### config.mk
export PLATFORM = sky130hd
export DESIGN_NAME = autotest_top
export DESIGN_NICKNAME = d
export VERILOG_FILES = /design/src/common/autotest_pkg.sv /design/src/hw/exec_timer.sv /design/src/hw/test_stats.sv /design/src/hw/sequencer/record_store.sv /design/src/hw/sequencer/autotest_sequencer.sv /design/src/hw/autotest_top.sv
export SDC_FILE = /design/constraint.sdc
export NUM_CORES = 1
export LEC_CHECK = 0
export ABC_AREA = 1
export BUFFER_PORTS_ARGS = -buffer_cell sky130_fd_sc_hd__buf_4
export CAP_MARGIN = 10
export CELL_PAD_IN_SITES_DETAIL_PLACEMENT = 2
export CELL_PAD_IN_SITES_GLOBAL_PLACEMENT = 2
export CORE_MARGIN = 1.5
export CORE_UTILIZATION = 35
export CTS_CLUSTER_SIZE = 25
export DETAILED_ROUTE_END_ITERATION = 10
export GPL_TIMING_DRIVEN = 0
export PLACE_DENSITY = 0.87
export REMOVE_ABC_BUFFERS = 1
export SETUP_SLACK_MARGIN = 0.4
export SYNTH_ARGS = -nofsm -noshare
export SYNTH_HDL_FRONTEND = slang
export SYNTH_SLANG_ARGS = --single-unit
export TNS_END_PERCENT = 50
### constraint.sdc
create_clock -name clk -period 7.9 [get_ports clk]
set_input_delay 1.975 -clock clk [delete_from_list [all_inputs] [get_ports clk]]
set_output_delay 1.975 -clock clk [all_outputs]
set_load 0.02 [all_outputs]
### src/common/autotest_pkg.sv
// shared record layout and SD host request/response types, imported by every autotest block
`default_nettype none

package autotest_pkg;

  // one test record per SD block
  localparam int BLOCK_BYTES = 512;

  // signature sits at the start of the record, most significant byte first
  localparam int SIG_BYTES = 4;
  localparam logic [31:0] RECORD_SIGNATURE = 32'hAABBCCDD;

  // execution cycle count in a failure record, lsb first
  localparam int EXEC_TIME_BYTES = 8;

  // byte position inside a block
  typedef logic [9:0] byte_cnt_t;

  // toward the SD host
  // init, rd_byte and wr_byte are strobes held until busy rises
  typedef struct packed {
    logic       init;
    logic       rd_block;
    logic       rd_byte;
    logic       wr_block;
    logic       wr_byte;
    logic [7:0] wdata;
  } sd_req_t;

  // from the SD host, rdata valid from the fall of busy
  typedef struct packed {
    logic       busy;
    logic [7:0] rdata;
  } sd_rsp_t;

endpackage

`default_nettype wire

### src/hw/exec_timer.sv
// UUT execution cycle counter, counts while the UUT runs and flags a timeout
`timescale 1ns/1ps
`default_nettype none

module exec_timer #(
  parameter logic [63:0] TIMEOUT_CYCLES = 64'd268435456
) (
  input  logic        clk,
  input  logic        rst,
  input  logic        clear_i,
  input  logic        run_i,
  output logic [63:0] count_o,
  output logic        timeout_o
);

  logic [63:0] count_q;

  always_ff @(posedge clk) begin
    if (rst || clear_i) begin
      count_q <= '0;
    end else if (run_i) begin
      count_q <= count_q + 64'd1;
    end
  end

  // value holds after the run for the failure record
  assign count_o   = count_q;
  assign timeout_o = (count_q > TIMEOUT_CYCLES);

endmodule

`default_nettype wire

### src/hw/test_stats.sv
// run statistics, block address, error count, uptime and the debug output select
`timescale 1ns/1ps
`default_nettype none

module test_stats #(
  parameter logic [31:0] START_BLOCK = 32'h00100000
) (
  input  logic        clk,
  input  logic        rst,
  input  logic        next_block_i,
  input  logic        error_i,
  input  logic        halted_i,
  input  logic [1:0]  debug_sel_i,
  output logic [31:0] block_addr_o,
  output logic [31:0] debug_o
);

  logic [31:0] block_q;
  logic [31:0] err_q;
  logic [63:0] uptime_q;

  always_ff @(posedge clk) begin
    if (rst) begin
      block_q  <= START_BLOCK;
      err_q    <= '0;
      uptime_q <= '0;
    end else begin
      if (next_block_i) block_q <= block_q + 32'd1;
      if (error_i) err_q <= err_q + 32'd1;
      // uptime freezes once the run has halted
      if (!halted_i) uptime_q <= uptime_q + 64'd1;
    end
  end

  assign block_addr_o = block_q;

  always_comb begin
    case (debug_sel_i)
      2'd0:    debug_o = block_q - START_BLOCK;
      2'd1:    debug_o = err_q;
      2'd2:    debug_o = uptime_q[31:0];
      default: debug_o = {31'd0, halted_i};
    endcase
  end

endmodule

`default_nettype wire

### src/hw/sequencer/record_store.sv
// test record registers, loaded byte by byte from the SD block and read back for write-back
`timescale 1ns/1ps
`default_nettype none

module record_store
  import autotest_pkg::*;
#(
  parameter int OP_A_WIDTH   = 32,
  parameter int OP_B_WIDTH   = 32,
  parameter int RESULT_WIDTH = 32
) (
  input  logic                    clk,
  input  logic                    rst,
  input  byte_cnt_t               byte_pos_i,
  input  logic                    load_i,
  input  logic [7:0]              rdata_i,
  input  logic                    clear_i,
  input  logic                    capture_i,
  input  logic [RESULT_WIDTH-1:0] uut_result_i,
  input  logic [63:0]             exec_count_i,
  output logic [7:0]              wb_byte_o,
  output logic [OP_A_WIDTH-1:0]   op_a_o,
  output logic [OP_B_WIDTH-1:0]   op_b_o,
  output logic                    sig_ok_o,
  output logic                    match_o
);

  // field start offsets inside the block
  localparam int A_OFF   = SIG_BYTES;
  localparam int B_OFF   = A_OFF + OP_A_WIDTH / 8;
  localparam int E_OFF   = B_OFF + OP_B_WIDTH / 8;
  localparam int R_OFF   = E_OFF + RESULT_WIDTH / 8;
  localparam int T_OFF   = R_OFF + RESULT_WIDTH / 8;
  localparam int PAD_OFF = T_OFF + EXEC_TIME_BYTES;

  logic [31:0]             sig_q;
  logic [OP_A_WIDTH-1:0]   op_a_q;
  logic [OP_B_WIDTH-1:0]   op_b_q;
  logic [RESULT_WIDTH-1:0] exp_q;
  logic [RESULT_WIDTH-1:0] res_q;
  int                      pos;

  assign pos = int'(byte_pos_i);

  always_ff @(posedge clk) begin
    if (rst || clear_i) begin
      sig_q  <= '0;
      op_a_q <= '0;
      op_b_q <= '0;
      exp_q  <= '0;
      res_q  <= '0;
    end else begin
      if (load_i) begin
        // signature msb first, the rest lsb first
        if (pos < A_OFF) sig_q[8*(A_OFF-1-pos) +: 8] <= rdata_i;
        else if (pos < B_OFF) op_a_q[8*(pos-A_OFF) +: 8] <= rdata_i;
        else if (pos < E_OFF) op_b_q[8*(pos-B_OFF) +: 8] <= rdata_i;
        else if (pos < R_OFF) exp_q[8*(pos-E_OFF) +: 8] <= rdata_i;
      end
      if (capture_i) res_q <= uut_result_i;
    end
  end

  always_comb begin
    wb_byte_o = 8'hFF;
    if (pos < A_OFF) wb_byte_o = sig_q[8*(A_OFF-1-pos) +: 8];
    else if (pos < B_OFF) wb_byte_o = op_a_q[8*(pos-A_OFF) +: 8];
    else if (pos < E_OFF) wb_byte_o = op_b_q[8*(pos-B_OFF) +: 8];
    else if (pos < R_OFF) wb_byte_o = exp_q[8*(pos-E_OFF) +: 8];
    else if (pos < T_OFF) wb_byte_o = res_q[8*(pos-R_OFF) +: 8];
    else if (pos < PAD_OFF) wb_byte_o = exec_count_i[8*(pos-T_OFF) +: 8];
  end

  assign op_a_o   = op_a_q;
  assign op_b_o   = op_b_q;
  assign sig_ok_o = (sig_q == RECORD_SIGNATURE);
  assign match_o  = (exp_q == res_q);

endmodule

`default_nettype wire

### src/hw/sequencer/autotest_sequencer.sv
// autotest FSM, reads a record per SD block, releases the UUT and writes back failed records
`timescale 1ns/1ps
`default_nettype none

module autotest_sequencer
  import autotest_pkg::*;
(
  input  logic       clk,
  input  logic       rst,
  input  sd_rsp_t    sd_rsp_i,
  output sd_req_t    sd_req_o,
  input  logic       uut_done_i,
  output logic       uut_rst_o,
  output byte_cnt_t  byte_pos_o,
  output logic       load_o,
  output logic       clear_o,
  output logic       capture_o,
  input  logic       sig_ok_i,
  input  logic       match_i,
  input  logic [7:0] wb_byte_i,
  output logic       tmr_clear_o,
  output logic       tmr_run_o,
  input  logic       timeout_i,
  output logic       next_block_o,
  output logic       error_o,
  output logic       halted_o
);

  typedef enum logic [3:0] {
    S_INIT_REQ, S_INIT_WAIT, S_IDLE, S_RD_BYTE, S_RD_WAIT, S_CHECK, S_START,
    S_RUN, S_CAPTURE, S_COMPARE, S_WR_BYTE, S_WR_WAIT, S_NEXT, S_HALT
  } state_t;

  state_t    state;
  state_t    state_nxt;
  byte_cnt_t byte_cnt;
  logic      cnt_clr;
  logic      cnt_inc;
  logic      last_byte;

  assign last_byte  = (byte_cnt == byte_cnt_t'(BLOCK_BYTES - 1));
  assign byte_pos_o = byte_cnt;

  always_ff @(posedge clk) begin
    if (rst) begin
      state    <= S_INIT_REQ;
      byte_cnt <= '0;
    end else begin
      state <= state_nxt;
      if (cnt_clr) begin
        byte_cnt <= '0;
      end else if (cnt_inc) begin
        byte_cnt <= byte_cnt + 1'b1;
      end
    end
  end

  always_comb begin
    state_nxt      = state;
    sd_req_o       = '0;
    // position only moves between bytes, so wdata holds while wr_byte is up
    sd_req_o.wdata = wb_byte_i;
    uut_rst_o      = 1'b1;
    load_o         = 1'b0;
    clear_o        = 1'b0;
    capture_o      = 1'b0;
    tmr_clear_o    = 1'b0;
    tmr_run_o      = 1'b0;
    next_block_o   = 1'b0;
    error_o        = 1'b0;
    halted_o       = 1'b0;
    cnt_clr        = 1'b0;
    cnt_inc        = 1'b0;

    case (state)
      S_INIT_REQ: begin
        sd_req_o.init = 1'b1;
        if (sd_rsp_i.busy) state_nxt = S_INIT_WAIT;
      end
      S_INIT_WAIT: begin
        if (!sd_rsp_i.busy) state_nxt = S_IDLE;
      end
      S_IDLE: begin
        clear_o     = 1'b1;
        tmr_clear_o = 1'b1;
        cnt_clr     = 1'b1;
        if (!sd_rsp_i.busy) state_nxt = S_RD_BYTE;
      end
      S_RD_BYTE: begin
        sd_req_o.rd_block = 1'b1;
        sd_req_o.rd_byte  = 1'b1;
        if (sd_rsp_i.busy) state_nxt = S_RD_WAIT;
      end
      S_RD_WAIT: begin
        sd_req_o.rd_block = 1'b1;
        if (!sd_rsp_i.busy) begin
          load_o = 1'b1;
          // whole block is read even past the record fields
          if (last_byte) begin
            state_nxt = S_CHECK;
          end else begin
            cnt_inc   = 1'b1;
            state_nxt = S_RD_BYTE;
          end
        end
      end
      S_CHECK: begin
        state_nxt = sig_ok_i ? S_START : S_HALT;
      end
      S_START: begin
        uut_rst_o = 1'b0;
        tmr_run_o = 1'b1;
        state_nxt = S_RUN;
      end
      S_RUN: begin
        uut_rst_o = 1'b0;
        if (uut_done_i || timeout_i) begin
          state_nxt = S_CAPTURE;
        end else begin
          tmr_run_o = 1'b1;
        end
      end
      S_CAPTURE: begin
        // UUT still released so its result is stable at the capture edge
        uut_rst_o = 1'b0;
        capture_o = 1'b1;
        state_nxt = S_COMPARE;
      end
      S_COMPARE: begin
        cnt_clr = 1'b1;
        if (match_i) begin
          state_nxt = S_NEXT;
        end else begin
          error_o   = 1'b1;
          state_nxt = S_WR_BYTE;
        end
      end
      S_WR_BYTE: begin
        sd_req_o.wr_block = 1'b1;
        sd_req_o.wr_byte  = 1'b1;
        if (sd_rsp_i.busy) state_nxt = S_WR_WAIT;
      end
      S_WR_WAIT: begin
        sd_req_o.wr_block = 1'b1;
        if (!sd_rsp_i.busy) begin
          if (last_byte) begin
            state_nxt = S_NEXT;
          end else begin
            cnt_inc   = 1'b1;
            state_nxt = S_WR_BYTE;
          end
        end
      end
      S_NEXT: begin
        next_block_o = 1'b1;
        state_nxt    = S_IDLE;
      end
      S_HALT: begin
        // bad signature ends the run until reset
        halted_o = 1'b1;
      end
      default: begin
        state_nxt = S_INIT_REQ;
      end
    endcase
  end

endmodule

`default_nettype wire

### src/hw/autotest_top.sv
// autotest top level, connects the sequencer, record store, execution timer and statistics
`timescale 1ns/1ps
`default_nettype none

module autotest_top
  import autotest_pkg::*;
#(
  parameter int          OP_A_WIDTH     = 32,
  parameter int          OP_B_WIDTH     = 32,
  parameter int          RESULT_WIDTH   = 32,
  parameter logic [63:0] TIMEOUT_CYCLES = 64'd268435456,
  parameter logic [31:0] START_BLOCK    = 32'h00100000
) (
  input  logic                    clk,
  input  logic                    rst,
  output sd_req_t                 sd_req_o,
  output logic [31:0]             sd_block_addr_o,
  input  sd_rsp_t                 sd_rsp_i,
  output logic                    uut_rst_o,
  input  logic                    uut_done_i,
  output logic [OP_A_WIDTH-1:0]   uut_op_a_o,
  output logic [OP_B_WIDTH-1:0]   uut_op_b_o,
  input  logic [RESULT_WIDTH-1:0] uut_result_i,
  input  logic [1:0]              debug_sel_i,
  output logic [31:0]             debug_o
);

  byte_cnt_t   byte_pos;
  logic        load;
  logic        clear;
  logic        capture;
  logic        sig_ok;
  logic        match;
  logic [7:0]  wb_byte;
  logic        tmr_clear;
  logic        tmr_run;
  logic        timeout;
  logic [63:0] exec_count;
  logic        next_block;
  logic        error;
  logic        halted;

  autotest_sequencer i_sequencer (
    .clk          (clk),
    .rst          (rst),
    .sd_rsp_i     (sd_rsp_i),
    .sd_req_o     (sd_req_o),
    .uut_done_i   (uut_done_i),
    .uut_rst_o    (uut_rst_o),
    .byte_pos_o   (byte_pos),
    .load_o       (load),
    .clear_o      (clear),
    .capture_o    (capture),
    .sig_ok_i     (sig_ok),
    .match_i      (match),
    .wb_byte_i    (wb_byte),
    .tmr_clear_o  (tmr_clear),
    .tmr_run_o    (tmr_run),
    .timeout_i    (timeout),
    .next_block_o (next_block),
    .error_o      (error),
    .halted_o     (halted)
  );

  record_store #(
    .OP_A_WIDTH   (OP_A_WIDTH),
    .OP_B_WIDTH   (OP_B_WIDTH),
    .RESULT_WIDTH (RESULT_WIDTH)
  ) i_record_store (
    .clk          (clk),
    .rst          (rst),
    .byte_pos_i   (byte_pos),
    .load_i       (load),
    .rdata_i      (sd_rsp_i.rdata),
    .clear_i      (clear),
    .capture_i    (capture),
    .uut_result_i (uut_result_i),
    .exec_count_i (exec_count),
    .wb_byte_o    (wb_byte),
    .op_a_o       (uut_op_a_o),
    .op_b_o       (uut_op_b_o),
    .sig_ok_o     (sig_ok),
    .match_o      (match)
  );

  exec_timer #(
    .TIMEOUT_CYCLES (TIMEOUT_CYCLES)
  ) i_exec_timer (
    .clk       (clk),
    .rst       (rst),
    .clear_i   (tmr_clear),
    .run_i     (tmr_run),
    .count_o   (exec_count),
    .timeout_o (timeout)
  );

  test_stats #(
    .START_BLOCK (START_BLOCK)
  ) i_test_stats (
    .clk          (clk),
    .rst          (rst),
    .next_block_i (next_block),
    .error_i      (error),
    .halted_i     (halted),
    .debug_sel_i  (debug_sel_i),
    .block_addr_o (sd_block_addr_o),
    .debug_o      (debug_o)
  );

endmodule

`default_nettype wire

* Word level (Yosys, flattened, before mapping)
Cells that the tools add are included.
** Storage, ports and cells
- Register bits :: 366
- Input port bits :: 46
- Output and inout bits :: 142
- Logic and storage cells :: 137
** Cells by class
- Add/sub/neg operators :: 16
- Magnitude comparators :: 7
- Equality and inequality tests :: 26
- Shift-type cells :: 14
- Mux-type cells :: 44
- Bitwise operators :: 4
- Reductions and logical operators :: 15
** Operator list (number)
- $shiftx A32 B32 Y8 :: 5
- $neg A32 Y33 :: 4
- $shift A8 B33 Y32 const A :: 4
- $shiftx A8 B33 Y32 :: 4
- $add A64 B1 Y64 const B :: 2
- $bwmux W32 :: 4
- $pmux W32 S3 :: 1
- $add A32 B1 Y32 const B :: 2
- $gt A64 B29 Y1 const B :: 1
- $shiftx A64 B32 Y8 :: 1
- $pmux W4 S14 :: 1
- $mux W8 :: 6
- $mux W4 :: 9
- $eq A32 B32 Y1 :: 1
- $eq A32 B32 Y1 const B :: 1
- $sub A32 B21 Y32 const B :: 1
- $lt A10 B5 Y1 const B :: 3
- $eq A4 B4 Y1 const B :: 6
- $sub A10 B4 Y11 const B :: 2
- $sub A10 B5 Y11 const B :: 2
- $lt A10 B4 Y1 const B :: 2
- $mux W1 :: 19
- $eq A4 B3 Y1 const B :: 4
- $ne A2 B2 Y1 const B :: 7
- other kinds (23) :: 34

* Depth between registers and ports, before layout
Gate-level depths: netlist (run 1).
- Depth after elaboration :: 8
- Gate-level depth with buffers :: 30
- Depth with buffers taken out :: 27

* By module
Synthesis (run 1) repeated with hierarchy kept, for this count alone.
** Unflattened totals
- Cell total of the unflattened synthesis :: 3838
- Area, all modules :: 23115.9 um^2
** By module, submodules not included
- record_store :: instances 1, cells each 2008, area each 11905.2 um^2, seq. area each 3203.1 um^2
- test_stats :: instances 1, cells each 1013, area each 6129.6 um^2, seq. area each 1921.8 um^2
- exec_timer :: instances 1, cells each 642, area each 4005.1 um^2, seq. area each 1281.2 um^2
- autotest_sequencer :: instances 1, cells each 175, area each 1076.0 um^2, seq. area each 280.3 um^2

* Worst setup path before layout (run 1)
OpenSTA, ideal clock, no wires.
- Kind :: input -> output
- From :: in debug_sel_i[1]
- To :: out debug_o[10]
- Data arrival time :: 3214 ps
- Data required time :: 5925 ps
- Path slack :: 2711 ps
- Cell stages on the path :: 5
- Path buffers :: 1
- Path through :: clkinv_1 nor2_1 inv_1 clkbuf_1 o221ai_1
** On the way
- Longest elaborated chain between the ends :: 2
- Elaborated cells on any way between the ends :: 4
- Classes of those cells :: eq/ne (2); mux (1); reduce/logical (1)
** Ends and longest elaborated chain
- from (decl) :: RTL line autotest_top.sv:24 : input logic [1:0] debug_sel_i,
- $eq A2 B2 Y1 (tied with other cells) :: RTL line test_stats.sv:38 : case (debug_sel_i)
- $pmux W32 S3 * :: RTL line test_stats.sv:38
- to (decl) :: RTL line autotest_top.sv:25 : output logic [31:0] debug_o
Mark *: on every way between the ends. The rest lies on a longest branch, timed or not.

==> flow_summary.json, run 1 <==
{
  "fin_crit_sh_pct": 90.6,
  "ys_seq_area_share_pct": 30.2,
  "async_reset_ff_share_pct": 0,
  "first_pass_iters": 4,
  "slew_headroom_pct": 16.8,
  "dp_hpwl_mm": 75.0,
  "min_period_ps": 7160,
  "status": "complete, no violations",
  "utilization_pct": 40.9,
  "fin_nets": 3817,
  "max_freq_mhz": 140,
  "vias": 25600,
  "grt_usage_pct": 31.4,
  "path_clk_slew_ps": 70,
  "die_area_um2": 64800,
  "synth-edff-count": 0,
  "hold_violations": 0,
  "port_buffers": 187,
  "ys_ff_latch": 334,
  "fill_cells": 7860,
  "worstSetupPathType": "flop to output port",
  "worst_r2r_path_depth": 17,
  "yosysMostFrequentCell": "nand2_1",
  "ant_nets": 0,
  "wl_mm": 105,
  "grt_max_degree": 89,
  "setup_ws_ps": 743,
  "r2r_end": "i_record_store.exp_q[12]",
  "synth_area_per_cell_um2": 6.11,
  "postCtsSetupRepairBufs": 0,
  "tightest_slew_ps": 1250,
  "critPathMaxFanout": 27,
  "clockRootBuffer": "clkbuf_16",
  "drv_cap": 0,
  "drive_gt1_share_pct": 9.49,
  "crit_path_start_kind": "flop",
  "min_path_type": "flop to flop",
  "startpoint": "i_sequencer.byte_pos_o[2]",
  "worstPathRequired_ps": 5930,
  "crit_arrival_ps": 5180,
  "drv_slew": 0,
  "synthCells": 3628,
  "setup_violations": 0,
  "die_w_um": 255,
  "power_density_nw_per_um2": 158,
  "numCtsBuffers": 42,
  "ctsHtreeMaxLevel": 2,
  "areaGrowthSynthToFinish_pct": 16.1,
  "end_kind": "output port",
  "rows": 92,
  "wl_per_cell_um": 22.9,
  "grt_pass1_vias": 27300,
  "antenna_found_initial": 3,
  "clock_sinks": 334,
  "reg2reg_from": "i_sequencer.byte_pos_o[2]",
  "grt_pass1_wl_mm": 160,
  "die_y_um": 255,
  "synth_common_cells": "nand2_1 (856), nor2_1 (502), inv_1 (467), dfxtp_1 (334), a21oi_1 (324)",
  "p_leak_nw": 10.6,
  "synth_top_area_share_pct": 30.2,
  "gp_congestion": 0.933,
  "boundaryPins": 188,
  "drtIter0Drc": 1452,
  "synth_largest_area_cell": "dfxtp_1",
  "cts_resized": 0,
  "rsz0062_at_grt": "false",
  "tritoncts": "done",
  "drc_errors": 0,
  "ys_top_cells_by_area": "dfxtp_1 (30%), nand2_1 (15%), nor2_1 (8.5%)",
  "syn_area_um2": 22200,
  "skew_ps": 27.1,
  "start_util_pct": 35.2,
  "synth_cell_type_count": 60,
  "hold_buffers": 0,
  "yosysWarnings": 0,
  "avgViaCountPerCell": 5.56,
  "grt-ovfl-total": 0,
  "core_area_um2": 62900,
  "reg2reg_slack_ps": 1980,
  "endpoint": "sd_req_o[6]",
  "insertion_delay_ps": 610,
  "pre_cts_ws_ps": 1480,
  "clock_path_buffers": 3,
  "ir_drop_mv": 0.129,
  "synth_ff_type": "dfxtp_1"
}
[how the worst min path moves through the flow]
stage / start / to / slack, ps / depth (start not counted)
floorplan: i_test_stats.uptime_q[31] / i_test_stats.uptime_q[31] / 430 / 1
detailed placement: i_record_store.sig_q[6] / i_record_store.sig_q[6] / 460 / 2
finish: i_record_store.sig_q[6] / i_record_store.sig_q[6] / 470 / 2
global route: i_test_stats.uptime_q[31] / i_test_stats.uptime_q[31] / 500 / 1
CTS: i_record_store.sig_q[6] / i_record_store.sig_q[6] / 470 / 2
global placement: i_record_store.sig_q[6] / i_record_store.sig_q[6] / 460 / 2
[final cells by class]
cell class	count	area, um^2	share of cell area [%]
multi-input cells	2665	13100	50.8
well taps	846	1060	4.12
repair buffers	201	1700	6.62
flip-flops and latches	334	6690	26.0
inverters	491	1850	7.20
diodes	2	5.00	0.0195
clock inverters	10	93.8	0.365
clock buffers	61	1250	4.87
[critical path, stage by stage, from the launching register on]
cell      delay (ps)
dfxtp_1         1150
inv_2            580
ha_1             460
inv_2             70
nand2_1           60
nand2_2          170
inv_1            110
nor2_1           500
nand3_1          170
nand2_1          110
a21boi_0         200
o21ai_0          550
a221o_1          290
buf_4            150
[layer usage]
layer	track usage, %	vias to the layer above	share of wire [%]
li1	-	11900	-
met4	14.0	2	4.3
met5	0	-	0.015
met3	3.78	210	4.2
met2	54.9	622	49
met1	38.6	12900	43
[stage by stage]
stage | instances | hold slack (ps) | area, um^2 | total power [mW] | setup TNS, ps
finish | 4610 | 466 | 25700 | 4.06 | 0
floorplan | 3490 | 429 | 21600 | 1.95 | -48570
global route | 4610 | 499 | 25700 | 4.18 | 0
detailed placement | 4535 | 458 | 24300 | 2.11 | 0
global placement | 4523 | 455 | 24000 | 2.11 | -1123050
CTS | 4606 | 467 | 25700 | 4.08 | 0
[power breakdown]
group	switching, mW	internal, mW
combinational	0.280	0.103
clock	0.871	1.10
sequential	0.0143	1.69
[flip-flops by register name, summed over array words and instances (netlist names)]
register and cells:
i_record_store.res_q 32, i_record_store.exp_q 32, i_sequencer.byte_pos_o 10, i_test_stats.block_addr_o 32
i_record_store.op_a_o 32, i_sequencer.state 4, i_exec_timer.count_o 64, i_test_stats.err_q 32
i_test_stats.uptime_q 32, i_record_store.sig_q 32, i_record_store.op_b_o 32
[cell usage in the layout (no fill, tap or decap), types with 18 or more instances in the layout]
master / netlist / routed
nand2_1: 856 / 856
o221ai_1: 24 / 24
nand4_1: 87 / 87
nor2_1: 502 / 500
a21oi_1: 324 / 323
buf_4: 2 / 187
clkbuf_16: 0 / 42
nor4_1: 47 / 47
xor2_1: 92 / 92
dfxtp_1: 334 / 332
nor3_1: 130 / 130
ha_1: 36 / 36
xnor2_1: 28 / 28
nor2_2: 17 / 18
inv_2: 18 / 18
nand3_1: 170 / 170
inv_1: 467 / 465
o21ai_0: 224 / 224
[cells by family (layout without fill, tap and decap cells)]
| logic type | Yosys count | in the layout | synth area share (%) |
|---|---|---|---|
| other cells | 0 | 2 | 0 |
| buf+inv | 629 | 763 | 10.9 |
| simple gates | 1877 | 1877 | 36.7 |
| xor+xnor | 121 | 121 | 4.82 |
| fa+ha+maj | 36 | 36 | 2.03 |
| compound gates | 631 | 631 | 15.3 |
| flops | 334 | 334 | 30.2 |
Power figures use the tool's default switching activity.
==> run 2: changes to the inputs <==
CELL_PAD_IN_SITES_DETAIL_PLACEMENT = unset   (was 2)
CELL_PAD_IN_SITES_GLOBAL_PLACEMENT = unset   (was 2)
CORE_UTILIZATION = 45   (was 35)
PLACE_DENSITY = 0.64   (was 0.87)
==> run 2 against run 1 <==
Against the previous run: global-route usage fell by 1.6 points; combinational power fell by 7.3%; clock skew fell by 4.8 ps; cell count fell by 3.9%; critical path depth did not move; critical path type unchanged; sequential share of layout area rose by 0.30 points; critical endpoint unchanged.
==> flow_summary.json, run 2 (same netlist as run 1, synthesis figures left out) <==
{
  "crit_arrival_ps": 4910,
  "clock_sinks": 334,
  "drv_slew": 0,
  "drive_gt1_share_pct": 9.33,
  "grt_usage_pct": 29.8,
  "end_kind": "output port",
  "die_area_um2": 50600,
  "clock_path_buffers": 3,
  "insertion_delay_ps": 600,
  "multi_input_area_um2": 13100,
  "grt_max_degree": 84,
  "grt_pass1_vias": 21500,
  "drc_errors": 0,
  "regArea_um2": 6690,
  "utilization_pct": 52.2,
  "setup_violations": 0,
  "grt-ovfl-total": 0,
  "hold_buffers": 0,
  "fill_cells": 5123,
  "rsz0062_at_grt": "false",
  "seqPwrFrac_pct": 43.0,
  "power_switching_mw": 1.07,
  "gp_congestion": 0.964,
  "min_path_type": "flop to flop",
  "ctsHtreeMaxLevel": 2,
  "dp_hpwl_mm": 56.8,
  "p_leak_nw": 10.6,
  "wl_per_cell_um": 17.3,
  "first_pass_iters": 6,
  "ir_drop_mv": 0.130,
  "grt_busiest_layer": "met2",
  "die_y_um": 225,
  "start_util_pct": 45.4,
  "vias": 23700,
  "mostFrequentLayoutCell": "nand2_1",
  "avgViaCountPerCell": 5.35,
  "areaGrowthSynthToFinish_pct": 14.8,
  "core_area_um2": 48700,
  "die_w_um": 225,
  "path_clk_slew_ps": 60,
  "postCtsSetupRepairBufs": 0,
  "fin_nets": 3814,
  "power_density_nw_per_um2": 156,
  "port_buffers": 187,
  "min_period_ps": 6880,
  "skew_ps": 22.3,
  "final_cell_mix": "nand2_1 (856), nor2_1 (500), inv_1 (466)",
  "use_met3_pct": 4.26,
  "critPathMaxFanout": 27,
  "drv_cap": 0,
  "use_met2_pct": 48.5,
  "grt_pass1_wl_mm": 119,
  "worstSetupPathType": "flop to output port",
  "grtUsageMet1_pct": 39.8,
  "status": "complete, no violations",
  "ant_nets": 0,
  "cts_resized": 0,
  "switching_share_pct": 26.9,
  "tightest_slew_ps": 1160,
  "wl_mm": 76.4,
  "finalSetupTns_ps": 0,
  "fin_crit_sh_pct": 87.1,
  "slew_headroom_pct": 22.5,
  "rows": 81,
  "antenna_found_initial": 1,
  "boundaryPins": 188,
  "max_freq_mhz": 145,
  "crit_path_start_kind": "flop",
  "clockRootBuffer": "clkbuf_16",
  "p_clk_share_pct": 48.1,
  "drtIter0Drc": 1990,
  "internal_power_mw": 2.90,
  "numCtsBuffers": 41,
  "tritoncts": "done",
  "p_comb_share_pct": 8.9,
  "largest_reg_flops": 64,
  "worstPathRequired_ps": 5930,
  "hold_violations": 0
}
[run 2: changes by cell type in the layout (fill, tap and decap cells not counted), sizes merged]
cell / before / now
buf: 200 / 199
bufinv: 0 / 2
clkbuf: 62 / 60
clkinv: 13 / 16
diode: 2 / 1
inv: 488 / 487
[run 2: final cells by class]
type,count,area share (%)
multi-input combinational,2665,51.4
sequential,334,26.3
inverter,491,7.27
timing repair buffer,199,6.53
clock buffer,60,4.64
tap,664,3.27
clock inverter,14,0.590
antenna,1,0.00984
[run 2: layer usage]
layer,vias up,wire [um]
li1,12000,-
met4,0,2510
met2,820,34600
met5,-,0
met1,10800,33600
met3,121,5680
[run 2: critical path: stages, from the launching register on]
cell and delay, ps:
dfxtp_1 1050, inv_2 530, ha_1 440, inv_2 60
nand2_1 50, nand2_2 160, inv_1 80, nor2_1 490
nand3_1 140, nand2_1 120, a21boi_0 200, o21ai_0 550
a221o_1 290, buf_4 150
[run 2: through the flow]
step / setup slack [ps] / area, um^2 / hold WS (ps) / power (mW) / instances
final: 1020 / 25400 / 464 / 3.97 / 4428
after global routing: 760 / 25400 / 490 / 4.08 / 4428
after CTS: 1060 / 25400 / 464 / 3.99 / 4427
after detailed placement: 1700 / 24100 / 454 / 2.09 / 4353
after global placement: -7820 / 23800 / 453 / 2.09 / 4341
after floorplan: -1130 / 21600 / 429 / 1.95 / 3490
[run 2: power by group through the flow]
stage | Combinational, mW | Clock (mW) | Sequential, mW
floorplan | 0.211 | 0 | 1.74
global placement | 0.346 | 0 | 1.74
detailed placement | 0.348 | 0 | 1.74
CTS | 0.350 | 1.93 | 1.71
global route | 0.384 | 1.99 | 1.71
finish | 0.355 | 1.91 | 1.71
[run 2: worst paths after layout]
kind         cells past startpoint                      start                       end  slack, ps
min reg2reg                      2     i_test_stats.err_q[31]    i_test_stats.err_q[31]        460
max                             13  i_sequencer.byte_pos_o[2]               sd_req_o[6]       1020
min                              2     i_test_stats.err_q[31]    i_test_stats.err_q[31]        460
max reg2reg                     19  i_sequencer.byte_pos_o[2]  i_record_store.exp_q[12]       2610
